[src/include/conv_config.svh]
`ifndef CONV_CONFIG_SVH
`define CONV_CONFIG_SVH

// address and data widths
`define CONV_NB_ADDRESS 10
`define CONV_NB_PIXEL   8
`define CONV_NB_COEF    8
// wide enough for 3 * 255 * 255
`define CONV_NB_RESULT  18

// unsigned kernel taps, y[n] = K0*x[n] + K1*x[n-1] + K2*x[n-2]
`define CONV_K0         3
`define CONV_K1         5
`define CONV_K2         2

// read address to write strobe, one memory cycle plus five engine stages
`define CONV_LATENCY    6

`endif

[src/convPkg.sv]
`default_nettype none

`include "conv_config.svh"

package convPkg;

    typedef enum logic [2:0] {
        IDLE    = 3'd0,
        LOAD    = 3'd1,
        PROCESS = 3'd2,
        DONE    = 3'd3,
        READOUT = 3'd4
    } fsmState_e;

    // write port of the output line memory
    typedef struct packed {
        logic [`CONV_NB_ADDRESS-1:0] addr;
        logic [`CONV_NB_RESULT-1:0]  data;
        logic                        en;
    } resultWrite_t;

    // write port of the input line memory
    typedef struct packed {
        logic [`CONV_NB_ADDRESS-1:0] addr;
        logic [`CONV_NB_PIXEL-1:0]   data;
        logic                        en;
    } pixelWrite_t;

    // pixel on its way into the engine
    typedef struct packed {
        logic [`CONV_NB_PIXEL-1:0] data;
        logic                      valid;
    } convSample_t;

    // filtered value leaving the engine
    typedef struct packed {
        logic [`CONV_NB_RESULT-1:0] data;
        logic                       valid;
    } convResult_t;

endpackage

`default_nettype wire

[src/convEngine.sv]
`timescale 1ns/1ps
`default_nettype none

`include "conv_config.svh"

module convEngine (
    input  wire                  i_CLK,
    input  wire                  i_reset,
    input  wire convPkg::convSample_t i_sample,
    output convPkg::convResult_t o_result
);

    import convPkg::*;

    localparam int NB_PIX  = `CONV_NB_PIXEL;
    localparam int NB_COEF = `CONV_NB_COEF;
    localparam int NB_RES  = `CONV_NB_RESULT;
    localparam int STAGES  = 5;

    localparam logic [NB_COEF-1:0] K0 = NB_COEF'(`CONV_K0);
    localparam logic [NB_COEF-1:0] K1 = NB_COEF'(`CONV_K1);
    localparam logic [NB_COEF-1:0] K2 = NB_COEF'(`CONV_K2);

    logic              prevValid;
    logic              passStart;
    logic [STAGES-1:0] validChain;

    // last two valid pixels
    logic [NB_PIX-1:0] hist1;
    logic [NB_PIX-1:0] hist2;

    logic [NB_PIX-1:0] tap0;
    logic [NB_PIX-1:0] tap1;
    logic [NB_PIX-1:0] tap2;
    logic [NB_RES-1:0] prod0;
    logic [NB_RES-1:0] prod1;
    logic [NB_RES-1:0] prod2;
    logic [NB_RES-1:0] partialSum;
    logic [NB_RES-1:0] prod2Dly;
    logic [NB_RES-1:0] fullSum;
    logic [NB_RES-1:0] resultData;

    // new pass begins when valid rises from low
    assign passStart = i_sample.valid & ~prevValid;

    always_ff @(posedge i_CLK) begin
        if (i_reset) begin
            prevValid  <= 1'b0;
            validChain <= '0;
        end else begin
            prevValid  <= i_sample.valid;
            validChain <= {validChain[STAGES-2:0], i_sample.valid};
        end
    end

    // stage 1, tap window with zeros before the first pixel
    always_ff @(posedge i_CLK) begin
        if (i_sample.valid) begin
            tap0  <= i_sample.data;
            tap1  <= passStart ? '0 : hist1;
            tap2  <= passStart ? '0 : hist2;
            hist1 <= i_sample.data;
            hist2 <= passStart ? '0 : hist1;
        end
    end

    // stages 2 to 5
    always_ff @(posedge i_CLK) begin
        prod0      <= NB_RES'(tap0) * NB_RES'(K0);
        prod1      <= NB_RES'(tap1) * NB_RES'(K1);
        prod2      <= NB_RES'(tap2) * NB_RES'(K2);
        partialSum <= prod0 + prod1;
        prod2Dly   <= prod2;
        fullSum    <= partialSum + prod2Dly;
        resultData <= fullSum;
    end

    assign o_result = '{data: resultData, valid: validChain[STAGES-1]};

    // a result leaves exactly five cycles after its pixel entered
    validLatency: assert property (
        @(posedge i_CLK) disable iff (i_reset)
        o_result.valid == $past(i_sample.valid, STAGES)
    );

endmodule

`default_nettype wire

[config.mk]
export PLATFORM = sky130hd
export DESIGN_NAME = convEngine
export DESIGN_NICKNAME = d
export VERILOG_FILES = /design/src/convPkg.sv /design/src/convEngine.sv
export VERILOG_INCLUDE_DIRS = /design/src /design/src/include
export SDC_FILE = /design/constraint.sdc
export NUM_CORES = 1
export LEC_CHECK = 0
export BUFFER_PORTS_ARGS = -buffer_cell sky130_fd_sc_hd__buf_4
export CORE_ASPECT_RATIO = 1.1
export CORE_MARGIN = 2
export CORE_UTILIZATION = 55
export DETAILED_ROUTE_END_ITERATION = 10
export HOLD_SLACK_MARGIN = 0.12
export PLACE_DENSITY_LB_ADDON = 0.15
export SLEW_MARGIN = 20
export SYNTH_ARGS = -nofsm -noshare
export SYNTH_HDL_FRONTEND = slang
export SYNTH_SLANG_ARGS = --single-unit
[constraint.sdc]
create_clock -name i_CLK -period 2.38 [get_ports i_CLK]
set_input_delay 0.238 -clock i_CLK [delete_from_list [all_inputs] [get_ports i_CLK]]
set_output_delay 0.238 -clock i_CLK [all_outputs]
set_load 0.02 [all_outputs]
==> reports/qor.yml <==
placement:
  dp_hpwl_um: 3820
  place.gp.congestion: 0.807
  port_buffers: 24
yosys:
  synthArstFlopShare_pct: 0
  seq_area_frac_synth_pct: 59.0
  postSynthCellCount: 310
  synth_cell_types: 37
  synth.most_common_cell: "dfxtp_1"
  synth_top_area_share_pct: 40.7
  yosysWarnings: 0
  synth_ff_type: "dfxtp_1"
  synth_edf_count: 24
  syn_area_sq_mm: 0.00393
  synth_top_cell_by_area: "dfxtp_1"
  synthTopCellsByCount: "80 x dfxtp_1, 39 x ha_1, 24 x edfxtp_1"
  synth_seq_cells: 104
  synthTopCellsByArea: "dfxtp_1 41%, edfxtp_1 18%, ha_1 12%"
  syn_area_per_cell_sq_um: 12.7
floorplan:
  core_sq_mm: 0.00697
  die_area_sq_mm: 0.00785
  dieHeight_um: 92.7
  start_util_pct: 56.5
  io_pins: 30
  die_x_um: 84.6
  num_rows: 32
sta:
  skew_ps: 6.68
  setup_tns_ps: 0
  fin_crit_sh_pct: 91.1
  rsz0062_at_grt: "no"
  hold_ws_ps: 307
  relSlewSlack_pct: 65.5
  fmax_mhz: 461
  slew_viol_final: 0
  timing.final.crit_period_ps: 2170
  setup_viol: 0
  hold_violations: 0
  max_slew.worst_pin.slew_ps: 510
clock_tree:
  ctsResizeCount: 0
  cts_inserted_buffers: 9
  cts_hold_buffers: 9
  post_cts_buffers: 0
  cts-root-buf: "clkbuf_8"
  clockBufferDepth: 2
  path_clk_slew_ps: 90
  clock_latency_ps: 350
  cts_num_sinks: 104
  cts_tree: "yes"
  cts.htree.levels: 3
route:
  firstDrtPassIters: 4
  antenna_left: 0
  first_iter_violations: 81
  avgViaCountPerCell: 5.06
  finalWirelength_um: 5380
  drc: 0
  num_vias: 2231
  wire_per_inst_um: 12.2
layout:
  area_delta_synth_final_pct: 13.7
  drive_above_1_share_pct: 11.8
  nets: 405
  n_antenna_cell: 0
  fillCellCount: 526
status:
  status: "completed"
setup_path:
  cp-start-kind: "register"
  worst-path-buf-inv: 1
  path_cells: "ha_1 -> ha_1 -> inv_1 -> fa_1 -> nor2b_1 -> o21ai_0 -> nand2b_1 -> a2111oi_0 -> nand3b_1"
  slowest_delay_ps: 420
  slowest_stage: "edfxtp_1"
  rrSetupSlack_ps: 210
  cp_data_arrival_time_ps: 2470
  critPathMaxFanout: 3
  crit_top_cell: "ha_1"
  cp_top_family: "adder cells"
  crit_path_end_kind: "register"
  crit_type: "reg2reg"
  crit_required_ps: 2680
grt:
  grt_max_degree: 27
  grt_pass1_wl_um: 9470
  grt.overflow.total: 0
  antenna_found_initial: 0
  first_global_vias: 2317
  grt_usage_pct: 15.5
min_path:
  hold_path.class: "in2reg"
pwr:
  p_leak_uw: 0.00193
  irDropWorstVdd_mv: 0.718
  power.density_mw_per_mm2: 1110
flow_run:
  drv_cap: 0
## cell type report
type	instances	area (sq um)	area share [%]
inverter	12	45.0	1.01
clock inverter	4	52.6	1.17
timing repair buffer	33	270	6.04
tap	85	106	2.38
sequential	104	2320	51.9
clock buffer	12	145	3.24
multi-input combinational	191	1530	34.3
## power by group
part           internal, uW  switching (uW)
logic                   711             786
clock network           519             550
registers              2230             152
total                  3460            1490
## state kept, by name, summed over array words and instances, names as in the netlist
register	flops
validChain	5
resultData	13
prod1	11
fullSum	13
prod2	8
prod2Dly	8
partialSum	12
tap1	8
tap2	8
tap0	8
prod0	10
## metrics by stage
stage	cell area [sq um]	instances	total power, uW	util, %	worst slack [ps]
4_1_cts	4470	441	5000	64.2	234
3_3_place_gp	4190	416	3860	60.1	346
3_5_place_dp	4190	416	3910	60.1	252
5_1_grt	4470	441	5290	64.2	82.2
2_1_floorplan	3950	314	3530	-	454
6_report	4470	441	4950	64.2	211
## layer usage
metal,global-route usage [%],part of all wire [%],vias up
li1,-,-,1155
met1,15.9,43,1029
met2,28.0,51,39
met3,4.90,4.0,8
met4,8.33,1.7,0
met5,0,0,-
## kinds of logic (layout without fill, tap and decap cells)
kind of cell / count (synthesis) / after routing / synth area share, %
DFF: 104 / 104 / 59.0
AOI/OAI and AO/OA: 58 / 58 / 9.99
and+or+nand+nor: 58 / 58 / 8.05
adders and majority gates: 43 / 43 / 14.4
xor gates and xnor gates: 27 / 27 / 6.01
buffers and inverters: 19 / 61 / 2.39
other: 1 / 5 / 0.0953
## cells in the final DEF (no fill, tap or decap), drive strengths merged, types with 3 or more instances in the layout
master,instances
buf,24
a211oi,5
dlygate4sd3,9
dfxtp,80
and2,16
o21ai,8
clkbuf,12
a21o,8
conb,5
nor3,3
ha,39
o21bai,5
nand3,7
nor2,12
a21oi,19
edfxtp,24
nand2b,5
inv,13
xnor2,18
xor2,9
nor2b,9
nand2,3
fa,4
o21a,5
## final timing paths
path | startpoint | endpoint | cells after the start
setup / recovery | tap1[1]$_SDFFCE_PP0P_ | prod1[9]$_DFF_P_ | 9
hold / removal | i_sample[0] | tap1[7]$_SDFFCE_PP0P_ | 1
setup reg to reg | tap1[1]$_SDFFCE_PP0P_ | prod1[9]$_DFF_P_ | 9
hold reg to reg | fullSum[5]$_DFF_P_ | resultData[5]$_DFF_P_ | 0
No activity file was read; power rests on OpenSTA's default activity.
