$ cat src/include/conv_config.svh
`ifndef CONV_CONFIG_SVH
`define CONV_CONFIG_SVH

// address and data widths
`define CONV_NB_ADDRESS 10
`define CONV_NB_PIXEL   8
`define CONV_NB_COEF    8
// wide enough for 3 * 255 * 255
`define CONV_NB_RESULT  18

// unsigned kernel taps, y[n] = K0*x[n] + K1*x[n-1] + K2*x[n-2]
`define CONV_K0         3
`define CONV_K1         5
`define CONV_K2         2

// read address to write strobe, one memory cycle plus five engine stages
`define CONV_LATENCY    6

`endif

$ cat src/convPkg.sv
`default_nettype none

`include "conv_config.svh"

package convPkg;

    typedef enum logic [2:0] {
        IDLE    = 3'd0,
        LOAD    = 3'd1,
        PROCESS = 3'd2,
        DONE    = 3'd3,
        READOUT = 3'd4
    } fsmState_e;

    // write port of the output line memory
    typedef struct packed {
        logic [`CONV_NB_ADDRESS-1:0] addr;
        logic [`CONV_NB_RESULT-1:0]  data;
        logic                        en;
    } resultWrite_t;

    // write port of the input line memory
    typedef struct packed {
        logic [`CONV_NB_ADDRESS-1:0] addr;
        logic [`CONV_NB_PIXEL-1:0]   data;
        logic                        en;
    } pixelWrite_t;

    // pixel on its way into the engine
    typedef struct packed {
        logic [`CONV_NB_PIXEL-1:0] data;
        logic                      valid;
    } convSample_t;

    // filtered value leaving the engine
    typedef struct packed {
        logic [`CONV_NB_RESULT-1:0] data;
        logic                       valid;
    } convResult_t;

endpackage

`default_nettype wire

$ cat src/blockFsm.sv
`timescale 1ns/1ps
`default_nettype none

`include "conv_config.svh"

module blockFsm (
    input  wire                          i_CLK,
    input  wire                          i_reset,
    input  wire [`CONV_NB_ADDRESS-1:0]   i_imgLength,
    input  wire                          i_load,
    input  wire                          i_SoP,
    input  wire                          i_valid,
    input  wire [`CONV_NB_PIXEL-1:0]     i_pixel,
    output convPkg::pixelWrite_t         o_pixelWrite,
    output logic [`CONV_NB_ADDRESS-1:0]  o_readAdd,
    output logic                         o_convValid,
    output logic [`CONV_NB_ADDRESS-1:0]  o_writeAdd,
    output logic [`CONV_NB_ADDRESS-1:0]  o_resultRead,
    output logic                         o_outValid,
    output logic                         o_changeBlock,
    output logic                         o_EoP,
    output convPkg::fsmState_e           o_state
);

    import convPkg::*;

    localparam int NB_ADD = `CONV_NB_ADDRESS;
    localparam int NB_PIX = `CONV_NB_PIXEL;
    localparam int LAT    = `CONV_LATENCY;
    localparam int NB_LAT = $clog2(LAT + 1);

    fsmState_e         state;
    logic              prevValid;
    logic              validRise;
    logic [NB_ADD-1:0] lastAdd;

    // shared address counter, meaning depends on the state
    logic [NB_ADD-1:0] counterAdd;
    logic [NB_ADD-1:0] writeAdd;
    logic [NB_LAT-1:0] latCount;
    logic              readIssue;
    logic              convValid;
    logic              changeBlock;
    logic              endOfProcess;
    logic              readPending;
    logic              outValid;

    logic              pixEn;
    logic [NB_ADD-1:0] pixAddr;
    logic [NB_PIX-1:0] pixData;
    logic [NB_ADD-1:0] readOutAdd;

    assign validRise = i_valid & ~prevValid;
    assign lastAdd   = i_imgLength - 1'b1;

    always_ff @(posedge i_CLK) begin
        if (i_reset) begin
            state        <= IDLE;
            prevValid    <= 1'b0;
            counterAdd   <= '0;
            writeAdd     <= '0;
            latCount     <= '0;
            readIssue    <= 1'b0;
            convValid    <= 1'b0;
            changeBlock  <= 1'b0;
            endOfProcess <= 1'b0;
            readPending  <= 1'b0;
            outValid     <= 1'b0;
            pixEn        <= 1'b0;
        end else begin
            prevValid   <= i_valid;
            pixEn       <= 1'b0;
            changeBlock <= 1'b0;
            readPending <= 1'b0;
            outValid    <= readPending;
            // memory data shows up one cycle after its address
            convValid   <= readIssue;

            case (state)
                IDLE: begin
                    counterAdd <= '0;
                    writeAdd   <= '0;
                    latCount   <= '0;
                    if (i_load && !i_SoP) begin
                        state <= LOAD;
                    end else if (i_SoP && !i_load) begin
                        state     <= PROCESS;
                        readIssue <= 1'b1;
                    end
                end

                LOAD: begin
                    if (validRise) begin
                        pixEn      <= 1'b1;
                        counterAdd <= counterAdd + 1'b1;
                        if (counterAdd == lastAdd) begin
                            changeBlock <= 1'b1;
                            state       <= IDLE;
                        end
                    end
                end

                PROCESS: begin
                    // one read address per cycle
                    if (readIssue) begin
                        if (counterAdd == lastAdd) begin
                            readIssue <= 1'b0;
                        end else begin
                            counterAdd <= counterAdd + 1'b1;
                        end
                    end
                    // write side trails the reads by the pipeline latency
                    if (latCount < NB_LAT'(LAT)) begin
                        latCount <= latCount + 1'b1;
                    end else if (writeAdd == lastAdd) begin
                        changeBlock  <= 1'b1;
                        endOfProcess <= 1'b1;
                        state        <= DONE;
                    end else begin
                        writeAdd <= writeAdd + 1'b1;
                    end
                end

                DONE: begin
                    counterAdd <= '0;
                    if (!i_SoP) begin
                        state <= READOUT;
                    end
                end

                READOUT: begin
                    if (validRise && counterAdd != i_imgLength) begin
                        readPending <= 1'b1;
                        counterAdd  <= counterAdd + 1'b1;
                    end
                    // leave once the last value has been presented
                    if (outValid && counterAdd == i_imgLength) begin
                        endOfProcess <= 1'b0;
                        state        <= IDLE;
                    end
                end

                default: begin
                    state <= IDLE;
                end
            endcase
        end
    end

    // pixel and readout address registers
    always_ff @(posedge i_CLK) begin
        if (state == LOAD && validRise) begin
            pixAddr <= counterAdd;
            pixData <= i_pixel;
        end
        if (state == READOUT && validRise) begin
            readOutAdd <= counterAdd;
        end
    end

    assign o_pixelWrite  = '{addr: pixAddr, data: pixData, en: pixEn};
    assign o_readAdd     = counterAdd;
    assign o_convValid   = convValid;
    assign o_writeAdd    = writeAdd;
    assign o_resultRead  = readOutAdd;
    assign o_outValid    = outValid;
    assign o_changeBlock = changeBlock;
    assign o_EoP         = endOfProcess;
    assign o_state       = state;

    changeBlockPulse: assert property (
        @(posedge i_CLK) disable iff (i_reset)
        o_changeBlock |=> !o_changeBlock
    );

    // write side stays inside the line
    writeAddInRange: assert property (
        @(posedge i_CLK) disable iff (i_reset)
        (state == PROCESS) |-> (o_writeAdd < i_imgLength)
    );

endmodule

`default_nettype wire

$ cat config.mk
export PLATFORM = sky130hd
export DESIGN_NAME = blockFsm
export DESIGN_NICKNAME = d
export VERILOG_FILES = /design/src/convPkg.sv /design/src/blockFsm.sv
export VERILOG_INCLUDE_DIRS = /design/src /design/src/include
export SDC_FILE = /design/constraint.sdc
export NUM_CORES = 1
export LEC_CHECK = 0
export BUFFER_PORTS_ARGS = -buffer_cell sky130_fd_sc_hd__buf_2
export CAP_MARGIN = 10
export CELL_PAD_IN_SITES_DETAIL_PLACEMENT = 0
export CELL_PAD_IN_SITES_GLOBAL_PLACEMENT = 1
export CORE_MARGIN = 3
export CORE_UTILIZATION = 43
export DETAILED_ROUTE_END_ITERATION = 10
export GPL_TIMING_DRIVEN = 0
export PLACE_DENSITY = 0.88
export SYNTH_ARGS = -nofsm -noshare
export SYNTH_HDL_FRONTEND = slang
export SYNTH_SLANG_ARGS = --single-unit
$ cat constraint.sdc
create_clock -name i_CLK -period 6.9 [get_ports i_CLK]
set_input_delay 0 -clock i_CLK [delete_from_list [all_inputs] [get_ports i_CLK]]
set_output_delay 0 -clock i_CLK [all_outputs]
set_load 0.01 [all_outputs]
==> flow_summary.toml <==
[logic_synthesis]
ys_dominant_reg_cell = "dfxtp_1"
syn_area_mm2 = 0.00320
synth_xor_area_frac = 0.0821
synth_top_family_by_area = "simple AND/OR/NAND/NOR gates"
synthArstFlopShare = 0
synth_compound_area_frac = 0.135
synthDistinctLibCells = 53
synthesis.nets = 360
synthSimpleGateAreaFrac = 0.240
synth_fa_ha_area_frac = 0.0235
yosysWarnings = 0
seq_area_frac_synth = 0.476
synth_cells = 331
muxShareOfSynthArea = 0.00939
ys_ff_latch = 62
synth_area_per_cell_um2 = 9.67
synth_edf_count = 28

[sta]
rsz0062_at_grt = "false"
fin_hold_ws_ps = 43.1
setup_violations = 0
finalMaxSlewViolations = 0
worstMarginPinSlew_ps = 818
slew-limit-headroom = 0.453
fin_ws_ps = 3840
fin_skew_ps = 12.5
fin_crit_sh = 0.444
clock.fmax_ghz = 0.326
post-route-min-period_ps = 3060
fin_tns_setup_ps = 0
hold_viol_final = 0

[global_route]
grt_overflow_total = 0
grt_usage = 0.193
antenna_found_initial = 0
grt_first_pass_wirelength_um = 13000
grt_max_degree = 15
grt_pass1_vias = 2698

[floorplan]
io_pins = 79
die-height_um = 92.3
start_util = 0.456
core-area_mm2 = 0.00702
num_rows = 30
fp.dieW_um = 92.3
die-area_mm2 = 0.00851

[clock_network]
clk_pin_slew_ps = 70
cts_inserted_buffers = 9
post_cts_buffers = 0
cts_buffer_depth = 2
htreeDepth = 3
cts-hold-fix-buffers = 9
root_buffer = "clkbuf_8"
ctsResizeCount = 0
cts_tree = "built"
clk_latency_ps = 340
cts.sinks = 62

[finish]
antenna_cells = 0
drive_gt1_frac = 0.243
final_cell_area_mm2 = 0.00400
layout_common_cells = "76 x buf_2, 34 x dfxtp_1, 28 x edfxtp_1"
seqCellArea_mm2 = 0.00152
final_cells = 528
multi_input_area_mm2 = 0.00157
fin_nets = 456
final_common_cell = "buf_2"
fillCellCount = 656
syn2layout_area_growth_pct = 25.0

[status]
status = "finished, final reports clean"

[min_path]
hp-class = "input pin to register"

[critical_path]
startpoint_type = "register"
cpMaxStageDelayCell = "nor4_1"
path_max_fanout = 10
cp_data_required_time_ps = 7120
cp_cell_sequence = "clkbuf_1 > xor2_1 > or4_1 > nor4_1 > o32ai_1 > o21ai_2 > buf_4 > xor2_1 > nor2_1"
end_kind = "register"
critical_path_class = "register to register"
max_stage_delay_ps = 680
cp.arrival_ps = 3290
crit_top_cell = "xor2_1"

[drt]
antenna_left = 0
avgViaCountPerCell = 5.46
wire_per_inst_um = 15.2
drc = 0
drt_iter0_markers = 100
vias = 2881
wl_um = 8030
firstDrtPassIters = 4

[placed_design]
dpl.cell_count = 503
preCtsSetupSlack_ps = 3930
gp_congestion = 0.931
port_buffers = 75
dpl-instance-area_mm2 = 0.00371
dpl.hpwl_um = 5940

[power_and_ir_drop]
power.density_mw_per_mm2 = 218
ir_drop_uv = 119
leakagePower_nw = 1.64

[flow_run]
cap_violations = 0
==> synthesized netlist by cell type (5+ instances only) <==
cell type | count | area share
nor3_1 | 8 | 0.013
nor2_1 | 25 | 0.029
dfxtp_1 | 34 | 0.21
and3_1 | 5 | 0.0098
nand2b_1 | 8 | 0.016
a31oi_1 | 7 | 0.014
xor2_1 | 25 | 0.068
nor4_1 | 9 | 0.018
edfxtp_1 | 28 | 0.26
o21ai_0 | 11 | 0.017
nand4_1 | 9 | 0.018
clkbuf_1 | 10 | 0.012
or3_1 | 8 | 0.016
inv_1 | 12 | 0.014
nand3_1 | 9 | 0.014
xnor2_1 | 5 | 0.014
nand2_1 | 26 | 0.031
or4_1 | 9 | 0.021
ha_1 | 6 | 0.023
a21oi_1 | 14 | 0.022
==> through the flow <==
stage / util / power, W
4_1_cts: 0.570 / 0.000878
5_1_grt: 0.570 / 0.000909
3_5_place_dp: 0.529 / 0.000553
6_report: 0.570 / 0.000872
2_1_floorplan: - / 0.000507
3_3_place_gp: 0.526 / 0.000550
==> final timing paths <==
path	from	endpoint	slack [ps]	depth (start not counted)
worst min register to register	readPending$_SDFF_PP0_	o_outValid$_SDFF_PP0_	440	1
worst max-delay path	o_readAdd[1]$_SDFFE_PP0P_	o_readAdd[0]$_SDFFE_PP0P_	3840	9
worst min-delay path	i_reset	o_outValid$_SDFF_PP0_	40	2
worst max register to register	o_readAdd[1]$_SDFFE_PP0P_	o_readAdd[0]$_SDFFE_PP0P_	3840	9
==> state kept, by name, summed over array words and instances, names as in the netlist, 3 cells and up <==
register / cells
latCount: 3
o_readAdd: 10
o_resultRead: 10
o_state: 3
o_writeAdd: 10
pixAddr: 10
pixData: 8
==> area by class of cell <==
cell class,count,area share
plain buffers,15,0.0163
clock buffers,11,0.0353
clock inverters,5,0.0144
inverters,12,0.0113
multi-input cells,242,0.393
flip-flops and latches,62,0.380
well taps,96,0.0300
repair buffers,85,0.119
==> metal layers <==
metal / wire [um] / vias up / share of wire / GRT usage
met5: 0 / - / 0 / 0
met4: 174 / 0 / 0.022 / 0.0780
met3: 557 / 18 / 0.069 / 0.0386
met2: 3720 / 102 / 0.46 / 0.320
met1: 3570 / 1336 / 0.45 / 0.246
li1: - / 1425 / - / -
==> kinds of logic (layout without fill, tap and decap cells) <==
| logic type | Yosys count | count (layout) |
|---|---|---|
| and+or+nand+nor | 140 | 140 |
| AOI/OAI and AO/OA | 63 | 63 |
| xor gates and xnor gates | 30 | 30 |
| DFF | 62 | 62 |
| buffers and inverters | 27 | 128 |
| adders and majority gates | 6 | 6 |
| muxes | 3 | 3 |
==> worst max-delay path: cells and delay by family, from the launching register on <==
family / cells / cell delay, ps
AO/OA/AOI/OAI: 2 / 500
buffers and inverters: 2 / 540
AND/OR/NAND/NOR: 3 / 1260
XOR/XNOR: 2 / 270
flip-flops: 1 / 390
==> power breakdown <==
| part | switching, W | total [W] | internal (W) | leakage (nW) |
|---|---|---|---|---|
| Sequential | 0.0000103 | 0.000405 | 0.000395 | 0.533 |
| Clock | 0.000144 | 0.000321 | 0.000177 | 0.0936 |
| Combinational | 0.0000945 | 0.000146 | 0.0000520 | 1.01 |
Power figures use the tool's default switching activity.
